$ cat src/logic/iir_defines.svh
`ifndef IIR_DEFINES_SVH
`define IIR_DEFINES_SVH

// sample and filtered output width
`define IIR_DATA_W 8
// coefficient and feedback history width
`define IIR_COEF_W 16
// accumulator width, wraps on overflow
`define IIR_ACC_W 27
// batch length register width
`define IIR_CNT_W 8
// extra cycles between accumulate and present
`define IIR_SETTLE_CYCLES 4

// APB byte offsets
`define IIR_REG_CTRL   5'h00
`define IIR_REG_A1     5'h04
`define IIR_REG_A2     5'h08
`define IIR_REG_B0     5'h0C
`define IIR_REG_B1     5'h10
`define IIR_REG_B2     5'h14
`define IIR_REG_LEN    5'h18
`define IIR_REG_STATUS 5'h1C

`endif

$ cat src/logic/iir_pkg.sv
`include "iir_defines.svh"

package iir_pkg;

	// filter coefficients, latched into the core at batch start
	typedef struct packed {
		logic signed [`IIR_COEF_W-1:0] a1;
		logic signed [`IIR_COEF_W-1:0] a2;
		logic signed [`IIR_COEF_W-1:0] b0;
		logic signed [`IIR_COEF_W-1:0] b1;
		logic signed [`IIR_COEF_W-1:0] b2;
	} iir_coef_t;

	// APB request pins bundled at the top
	typedef struct packed {
		logic        psel;
		logic        penable;
		logic        pwrite;
		logic [4:0]  paddr;
		logic [31:0] pwdata;
	} apb_req_t;

	// register word index, i.e. byte offset divided by four
	typedef enum logic [2:0] {
		reg_ctrl   = 3'(`IIR_REG_CTRL >> 2),
		reg_a1     = 3'(`IIR_REG_A1 >> 2),
		reg_a2     = 3'(`IIR_REG_A2 >> 2),
		reg_b0     = 3'(`IIR_REG_B0 >> 2),
		reg_b1     = 3'(`IIR_REG_B1 >> 2),
		reg_b2     = 3'(`IIR_REG_B2 >> 2),
		reg_len    = 3'(`IIR_REG_LEN >> 2),
		reg_status = 3'(`IIR_REG_STATUS >> 2)
	} iir_reg_e;

	typedef enum logic [2:0] {
		idle, wait_sample, compute_fb, compute_ff, compute_sum, settle, present
	} iir_state_e;

endpackage

$ cat src/logic/iir_apb_regs.sv
`timescale 1ns/1ps
`include "iir_defines.svh"

module iir_apb_regs (
	input  logic                   clk,
	input  logic                   reset,
	input  iir_pkg::apb_req_t      apb,
	output logic [31:0]            prdata,
	output logic                   pslverr,
	input  logic                   busy,
	input  logic                   batch_done,
	output iir_pkg::iir_coef_t     coef,
	output logic [`IIR_CNT_W-1:0]  batch_len,
	output logic                   run_pulse
);

	import iir_pkg::*;

	localparam int PAD_COEF = 32 - `IIR_COEF_W;
	localparam int PAD_LEN  = 32 - `IIR_CNT_W;

	logic     access;
	logic     addr_ok;
	logic     wr_en;
	logic     rd_en;
	logic     done_sticky;
	iir_reg_e reg_sel;

	// access phase of a transfer, only word aligned offsets are mapped
	assign access  = apb.psel && apb.penable;
	assign addr_ok = (apb.paddr[1:0] == 2'b00);
	assign reg_sel = iir_reg_e'(apb.paddr[4:2]);
	assign wr_en   = access && apb.pwrite && addr_ok;
	assign rd_en   = access && !apb.pwrite && addr_ok;
	assign pslverr = access && !addr_ok;

	always_ff @(posedge clk or posedge reset)
	begin
		if (reset)
		begin
			coef        <= '0;
			batch_len   <= '0;
			run_pulse   <= 1'b0;
			done_sticky <= 1'b0;
		end
		else
		begin
			run_pulse <= 1'b0;
			if (wr_en)
			begin
				case (reg_sel)
					// a run request during a batch is dropped
					reg_ctrl:   run_pulse <= apb.pwdata[0] && !busy;
					reg_a1:     coef.a1 <= apb.pwdata[`IIR_COEF_W-1:0];
					reg_a2:     coef.a2 <= apb.pwdata[`IIR_COEF_W-1:0];
					reg_b0:     coef.b0 <= apb.pwdata[`IIR_COEF_W-1:0];
					reg_b1:     coef.b1 <= apb.pwdata[`IIR_COEF_W-1:0];
					reg_b2:     coef.b2 <= apb.pwdata[`IIR_COEF_W-1:0];
					reg_len:    batch_len <= apb.pwdata[`IIR_CNT_W-1:0];
					reg_status:
					begin
						if (apb.pwdata[1])
							done_sticky <= 1'b0;
					end
					default: ;
				endcase
			end
			// a new done event wins over a clear in the same cycle
			if (batch_done)
				done_sticky <= 1'b1;
		end
	end

	always_comb
	begin
		prdata = '0;
		if (rd_en)
		begin
			case (reg_sel)
				reg_ctrl:   prdata = '0;
				reg_a1:     prdata = {{PAD_COEF{1'b0}}, coef.a1};
				reg_a2:     prdata = {{PAD_COEF{1'b0}}, coef.a2};
				reg_b0:     prdata = {{PAD_COEF{1'b0}}, coef.b0};
				reg_b1:     prdata = {{PAD_COEF{1'b0}}, coef.b1};
				reg_b2:     prdata = {{PAD_COEF{1'b0}}, coef.b2};
				reg_len:    prdata = {{PAD_LEN{1'b0}}, batch_len};
				reg_status: prdata = {30'd0, done_sticky, busy};
				default:    prdata = '0;
			endcase
		end
	end

	// every access phase follows a setup phase of the same transfer
	a_apb_setup_first: assert property (@(posedge clk) disable iff (reset)
		apb.penable |-> apb.psel && $past(apb.psel));

endmodule

$ cat src/logic/iir_batch_control.sv
`timescale 1ns/1ps
`include "iir_defines.svh"

module iir_batch_control (
	input  logic                  clk,
	input  logic                  reset,
	input  logic                  run_pulse,
	input  logic                  result_valid,
	input  logic [`IIR_CNT_W-1:0] batch_len,
	output logic                  batch_start,
	output logic                  sample_enable,
	output logic                  busy,
	output logic                  batch_done
);

	// results still owed in this batch
	logic [`IIR_CNT_W-1:0] remaining;

	always_ff @(posedge clk or posedge reset)
	begin
		if (reset)
		begin
			remaining   <= '0;
			busy        <= 1'b0;
			batch_start <= 1'b0;
			batch_done  <= 1'b0;
		end
		else
		begin
			batch_start <= 1'b0;
			batch_done  <= 1'b0;
			if (!busy && run_pulse)
			begin
				// empty batch finishes right away
				if (batch_len == '0)
					batch_done <= 1'b1;
				else
				begin
					busy        <= 1'b1;
					remaining   <= batch_len;
					batch_start <= 1'b1;
				end
			end
			else if (busy && result_valid)
			begin
				remaining <= remaining - 1'b1;
				if (remaining == `IIR_CNT_W'(1))
				begin
					busy       <= 1'b0;
					batch_done <= 1'b1;
				end
			end
		end
	end

	assign sample_enable = busy && (remaining != '0);

	// the core only produces results inside a batch
	a_result_in_batch: assert property (@(posedge clk) disable iff (reset)
		result_valid |-> busy);

endmodule

$ cat src/logic/iir_biquad_core.sv
`timescale 1ns/1ps
`include "iir_defines.svh"

module iir_biquad_core (
	input  logic                         clk,
	input  logic                         reset,
	input  logic                         batch_start,
	input  logic                         sample_enable,
	input  logic                         sample_valid,
	input  logic signed [`IIR_DATA_W-1:0] sample_in,
	input  iir_pkg::iir_coef_t           coef,
	output logic                         sample_ready,
	output logic                         result_valid,
	output logic signed [`IIR_DATA_W-1:0] result_out
);

	import iir_pkg::*;

	localparam int FF_W     = 23;
	localparam int FB_SHIFT = 3;
	localparam int PROD_W   = `IIR_DATA_W + `IIR_COEF_W;
	localparam int SETTLE_W = $clog2(`IIR_SETTLE_CYCLES + 1);

	iir_state_e state;
	iir_state_e state_next;
	logic [SETTLE_W-1:0] settle_cnt;

	iir_coef_t coef_q;
	// sample history with uk the newest
	logic signed [`IIR_DATA_W-1:0] uk, uk1, uk2;
	// output history kept at coefficient precision
	logic signed [`IIR_COEF_W-1:0] yk1, yk2;
	logic signed [`IIR_ACC_W-1:0]  fb_sum;
	logic signed [FF_W-1:0]        ff_sum;
	logic signed [`IIR_ACC_W-1:0]  acc;

	logic signed [2*`IIR_COEF_W-1:0] fb_p1, fb_p2, fb_full;
	logic signed [PROD_W-1:0]        ff_p0, ff_p1, ff_p2, ff_full;

	assign fb_p1   = yk1 * $signed(coef_q.a1);
	assign fb_p2   = yk2 * $signed(coef_q.a2);
	assign fb_full = (fb_p1 >>> FB_SHIFT) + (fb_p2 >>> FB_SHIFT);

	assign ff_p0   = uk * $signed(coef_q.b0);
	assign ff_p1   = uk1 * $signed(coef_q.b1);
	assign ff_p2   = uk2 * $signed(coef_q.b2);
	assign ff_full = ff_p0 + ff_p1 + ff_p2;

	assign sample_ready = (state == wait_sample) && sample_enable;
	assign result_valid = (state == present);

	always_comb
	begin
		state_next = state;
		case (state)
			idle:        state_next = idle;
			wait_sample:
			begin
				if (!sample_enable)
					state_next = idle;
				else if (sample_valid)
					state_next = compute_fb;
			end
			compute_fb:  state_next = compute_ff;
			compute_ff:  state_next = compute_sum;
			compute_sum: state_next = settle;
			settle:
			begin
				if (settle_cnt == SETTLE_W'(1))
					state_next = present;
			end
			present:     state_next = wait_sample;
			default:     state_next = idle;
		endcase
		// a new batch restarts the machine from any state
		if (batch_start)
			state_next = wait_sample;
	end

	always_ff @(posedge clk or posedge reset)
	begin
		if (reset)
		begin
			state      <= idle;
			settle_cnt <= '0;
		end
		else
		begin
			state <= state_next;
			if (state == compute_sum)
				settle_cnt <= SETTLE_W'(`IIR_SETTLE_CYCLES);
			else if (state == settle)
				settle_cnt <= settle_cnt - 1'b1;
		end
	end

	always_ff @(posedge clk)
	begin
		if (batch_start)
		begin
			coef_q <= coef;
			uk     <= '0;
			uk1    <= '0;
			uk2    <= '0;
			yk1    <= '0;
			yk2    <= '0;
		end
		else
		begin
			case (state)
				wait_sample:
				begin
					if (sample_ready && sample_valid)
						uk <= sample_in;
				end
				compute_fb:  fb_sum <= fb_full[`IIR_ACC_W-1:0];
				compute_ff:  ff_sum <= ff_full[FF_W-1:0];
				compute_sum:
				begin
					// feedforward sum is sign extended into the accumulator
					acc <= fb_sum + {{(`IIR_ACC_W-FF_W){ff_sum[FF_W-1]}}, ff_sum};
					uk1 <= uk;
					uk2 <= uk1;
				end
				settle:
				begin
					if (settle_cnt == SETTLE_W'(1))
						result_out <= acc[`IIR_ACC_W-1 -: `IIR_DATA_W];
				end
				present:
				begin
					yk1 <= acc[`IIR_ACC_W-1 -: `IIR_COEF_W];
					yk2 <= yk1;
				end
				default: ;
			endcase
		end
	end

	// ready stays low while a sample is in flight
	a_one_in_flight: assert property (@(posedge clk) disable iff (reset)
		(sample_valid && sample_ready) |=> !sample_ready [*8]);

	// fixed latency from acceptance to result
	a_result_latency: assert property (@(posedge clk) disable iff (reset)
		(sample_valid && sample_ready) |-> ##8 result_valid);

endmodule

$ cat src/logic/iir_filter_top.sv
`timescale 1ns/1ps
`include "iir_defines.svh"

module iir_filter_top (
	input  logic                          clk,
	input  logic                          reset,
	input  logic                          psel,
	input  logic                          penable,
	input  logic                          pwrite,
	input  logic [4:0]                    paddr,
	input  logic [31:0]                   pwdata,
	output logic [31:0]                   prdata,
	output logic                          pready,
	output logic                          pslverr,
	input  logic                          sample_valid,
	input  logic signed [`IIR_DATA_W-1:0] sample_in,
	output logic                          sample_ready,
	output logic                          result_valid,
	output logic signed [`IIR_DATA_W-1:0] result_out,
	output logic                          batch_done
);

	import iir_pkg::*;

	apb_req_t              apb_req;
	iir_coef_t             coef;
	logic [`IIR_CNT_W-1:0] batch_len;
	logic                  run_pulse;
	logic                  busy;
	logic                  batch_start;
	logic                  sample_enable;

	assign apb_req = '{psel: psel, penable: penable, pwrite: pwrite,
		paddr: paddr, pwdata: pwdata};
	// register accesses never stall
	assign pready = 1'b1;

	iir_apb_regs u_regs (
		.clk(clk), .reset(reset), .apb(apb_req), .prdata(prdata), .pslverr(pslverr),
		.busy(busy), .batch_done(batch_done), .coef(coef), .batch_len(batch_len),
		.run_pulse(run_pulse)
	);

	iir_batch_control u_batch (
		.clk(clk), .reset(reset), .run_pulse(run_pulse), .result_valid(result_valid),
		.batch_len(batch_len), .batch_start(batch_start), .sample_enable(sample_enable),
		.busy(busy), .batch_done(batch_done)
	);

	iir_biquad_core u_core (
		.clk(clk), .reset(reset), .batch_start(batch_start),
		.sample_enable(sample_enable), .sample_valid(sample_valid), .sample_in(sample_in),
		.coef(coef), .sample_ready(sample_ready), .result_valid(result_valid),
		.result_out(result_out)
	);

endmodule

$ cat config.mk
export PLATFORM = sky130hd
export DESIGN_NAME = iir_filter_top
export DESIGN_NICKNAME = d
export VERILOG_FILES = /design/src/logic/iir_pkg.sv /design/src/logic/iir_apb_regs.sv /design/src/logic/iir_batch_control.sv /design/src/logic/iir_biquad_core.sv /design/src/logic/iir_filter_top.sv
export VERILOG_INCLUDE_DIRS = /design/src /design/src/logic
export SDC_FILE = /design/constraint.sdc
export NUM_CORES = 2
export LEC_CHECK = 0
export BUFFER_PORTS_ARGS = -buffer_cell sky130_fd_sc_hd__buf_2
export CAP_MARGIN = 20
export CORE_MARGIN = 4
export CORE_UTILIZATION = 63
export CTS_CLUSTER_SIZE = 20
export DETAILED_ROUTE_END_ITERATION = 10
export MAX_ROUTING_LAYER = met4
export PLACE_DENSITY = 0.92
export SYNTH_ARGS = -nofsm -noshare
export SYNTH_HDL_FRONTEND = slang
export SYNTH_SLANG_ARGS = --single-unit
export TNS_END_PERCENT = 1
$ cat constraint.sdc
create_clock -name clk -period 9 [get_ports clk]
set_input_delay 1.35 -clock clk [delete_from_list [all_inputs] [get_ports clk]]
set_output_delay 1.35 -clock clk [all_outputs]
set_load 0.02 [all_outputs]
==> metrics.md <==
| Metric | Value |
|---|---|
| I/O pin count | between 90 and 100 |
| WS Path Type | flop to flop |
| Avg Cell Area, Syn | 9.92 um^2 |
| Mux cell area share after synthesis | 2.98% |
| Max Slew Vio Count | 0 |
| Final setup violation count | 0 |
| # rows | between 90 and 100 |
| CTS clock-pin slew for the worst setup and hold paths | 0.07 ns |
| Num CTS Buffers | 38 |
| Worst skew pair latency | 0.61 ns |
| Die W | 276 um |
| Die area | 76,000 um^2 |
| Area grow syn2layout | 5.81% |
| Clock skew | ~0.053 ns |
| Synth Flop Type | edfxtp_1 |
| YS warnings | 0 |
| Post-CTS setup buffers | 0 |
| Reg-to-reg critical path startpoint | u_core.coef_q[50]$_DFFE_PP_ |
| Drt drc | 0 |
| IO Port Bufs | 62 |
| Most frequent cells after synthesis | 971 x inv_1, 871 x fa_1, 593 x nand2_1 |
| Post-synth top area share | 38.6% |
| Max_cap viols | 0 |
| Cts repair resizes | 0 |
| Critical Path End Type | flop |
| Initial Util | 64.1% |
| Worst Path Required | 9.32 ns |
| Max clock buf depth | 3 |
| Synth area leader | fa_1 |
| CTS root buf | clkbuf_16 |
| Die height | 276 um |
| Avg WL per Cell | 22.2 um |
| Reg2reg setup slack | 0.46 ns |
| Adder-Cell Fraction of Synth Area | 46.8% |
| Compound-Gate Fraction of Synth Area | 5.29% |
| Synth Area in Simple Gates | a little over an eighth |
| Vias in the first global route | 36,900 |
| Core ar. | 70,500 um^2 |
| Post-synthesis sequential area ratio | 18.6% |
| Vias | roughly 34,000 |
| Synth area leaders | fa_1 39%, edfxtp_1 10%, ha_1 8.2% |
| Hold Buf Count CTS | 0 |
| GRT Overall Usage | 34.5% |
| Hold depth | 0 |
| Instance count on the critical path | 27 |
| Layout cells sized above 1 | 6.73% |
| Async SR Flop Fraction | 33.8% |
| Least-Margin Pin Slew | 1.02 ns |
| Drt via density | approximately 6 |
| Iteration-0 DRC Markers | 3,781 |
| Total negative slack | 0 ns |
| Distinct cells, synth | 71 |
| CTS tree | yes |
| WP data arrival | 8.86 ns |
| Final global-route overflow total | 0 |
| DP HPWL | 92,800 um |
| Fin util | between 60% and 70% |
| CP max-delay cell | edfxtp_1 |
| Count leader, synth | inv_1 |
| First-pass DRT Iterations | 11 |
| H-tree lvl count | 2 |
| Max Clock Freq | 117 MHz |
| CP max FO | 16 |
| Cell family contributing the most delay on the critical path | adder cells |
| Main combinational cell family by area after synthesis | adder cells |
| # nets final | a little under 6,000 |
| Antenna violations before repair | 5 |
| Largest net degree at the start of global routing | 73 |
| Slew margin rel. | 32.3% |
| Tmin final | about 8.5 ns |
| Total Wirelength | 123,000 um |
| Slowest cell delay on critical path | 0.87 ns |
| First-pass GRT wire length | approximately 200,000 um |
| Worst R2R End | u_core.fb_sum[26]$_DFFE_PP_ |
| Area of the mapped netlist | 45,200 um^2 |
| Number of synthesized register bits | 317 |
| Most frequent CP cell | fa_1 |
| Min-Delay Path Class | flop to flop |
| RSZ-0062 raised after global routing | no |
| GP Congestion | 0.956 |
| Hold_sp | u_core.acc[20]$_DFFE_PP_ |
| Post-Synth XOR/XNOR Area | 3.25% |
| Final ANT Viol Nets | 0 |
| # fillers | roughly 4,400 |
| Worst Path Buf+Inv | 3 |
| Status | complete, no violations |
| R2R cell count | 27 |
| Mapped Cells | 4,553 |
| CP Launch Type | flop |
| Tcrit/Tclk final | ~95% |
| Final Hold Vio Count | 0 |
| Clock Sinks | 317 |
| Worst Hold End | u_core.result_out[1]$_DFFE_PP_ |
| Post-synth EDFFs | 154 |
cell families after synthesis:
logic type,Yosys count
compound gates,380
fa+ha+maj,1166
other cells,2
simple gates,1262
mux,119
xor+xnor,166
flops,317
buf+inv,1141
worst max-delay path by stage:
stage / from / to / slack [ns]
after floorplan: u_core.yk1[10]$_SDFFE_PP0P_ / u_core.fb_sum[26]$_DFFE_PP_ / 1.21
after global placement: u_core.coef_q[68]$_DFFE_PP_ / u_core.fb_sum[26]$_DFFE_PP_ / 0.79
after detailed placement: u_core.coef_q[71]$_DFFE_PP_ / u_core.fb_sum[26]$_DFFE_PP_ / 0.56
after CTS: u_core.coef_q[71]$_DFFE_PP_ / u_core.fb_sum[26]$_DFFE_PP_ / 0.53
after global routing: u_core.coef_q[69]$_DFFE_PP_ / u_core.fb_sum[26]$_DFFE_PP_ / 0.11
final: u_core.coef_q[50]$_DFFE_PP_ / u_core.fb_sum[26]$_DFFE_PP_ / 0.46
placed cells by master (no fill, tap or decap), types with 25 or more instances in the layout:
cell | Yosys | layout
nand2_1 | 593 | 593
fa_1 | 871 | 871
a21o_1 | 43 | 43
buf_2 | 0 | 62
nand2b_1 | 59 | 59
dfrtp_1 | 107 | 106
edfxtp_1 | 154 | 154
ha_1 | 295 | 295
inv_1 | 971 | 970
dfxtp_1 | 56 | 56
a21oi_1 | 147 | 147
buf_4 | 17 | 53
o21ai_0 | 62 | 62
and2_1 | 365 | 365
nor2b_1 | 25 | 25
nor2_1 | 137 | 136
xor2_1 | 34 | 34
xnor2_1 | 131 | 131
mux2_2 | 102 | 102
clkbuf_16 | 0 | 39
final cells by class:
class	count	area, um^2	share of cell area (%)
inverters	975	3660	7.66
well taps	940	1180	2.46
diodes	5	12.5	0.0262
flip-flops and latches	317	8430	17.6
repair buffers	116	723	1.51
clock inverters	22	280	0.586
clock buffers	48	1050	2.20
multi-input cells	3110	32500	67.9
sequential cells by signal (all words and copies together), names as in the netlist, 16 cells and up:
register / flops
u_core.yk1: 16
u_core.yk2: 16
u_core.acc: 16
u_core.coef_q: 80
u_regs.coef: 80
u_core.fb_sum: 27
u_core.ff_sum: 23
layer usage:
metal  share of wire (%)  wire length (um)  global-route usage, %
met5                   0                 0                      -
met4                 8.3             10200                   21.1
met3                  13             15800                   9.15
met2                  46             56500                   53.2
met1                  33             40600                   40.8
through the flow:
step / setup slack [ns] / instances / hold slack (ns) / area, um^2
global route: 0.106 / 5532 / 0.453 / 47800
floorplan: 1.21 / 4568 / 0.426 / 45200
detailed placement: 0.560 / 5457 / 0.438 / 46400
global placement: 0.794 / 5456 / 0.438 / 46400
CTS: 0.528 / 5527 / 0.449 / 47800
finish: 0.459 / 5533 / 0.447 / 47800
Power is not shown: default switching activity piles up to over one toggle a cycle in this logic, so the estimate is an artifact.
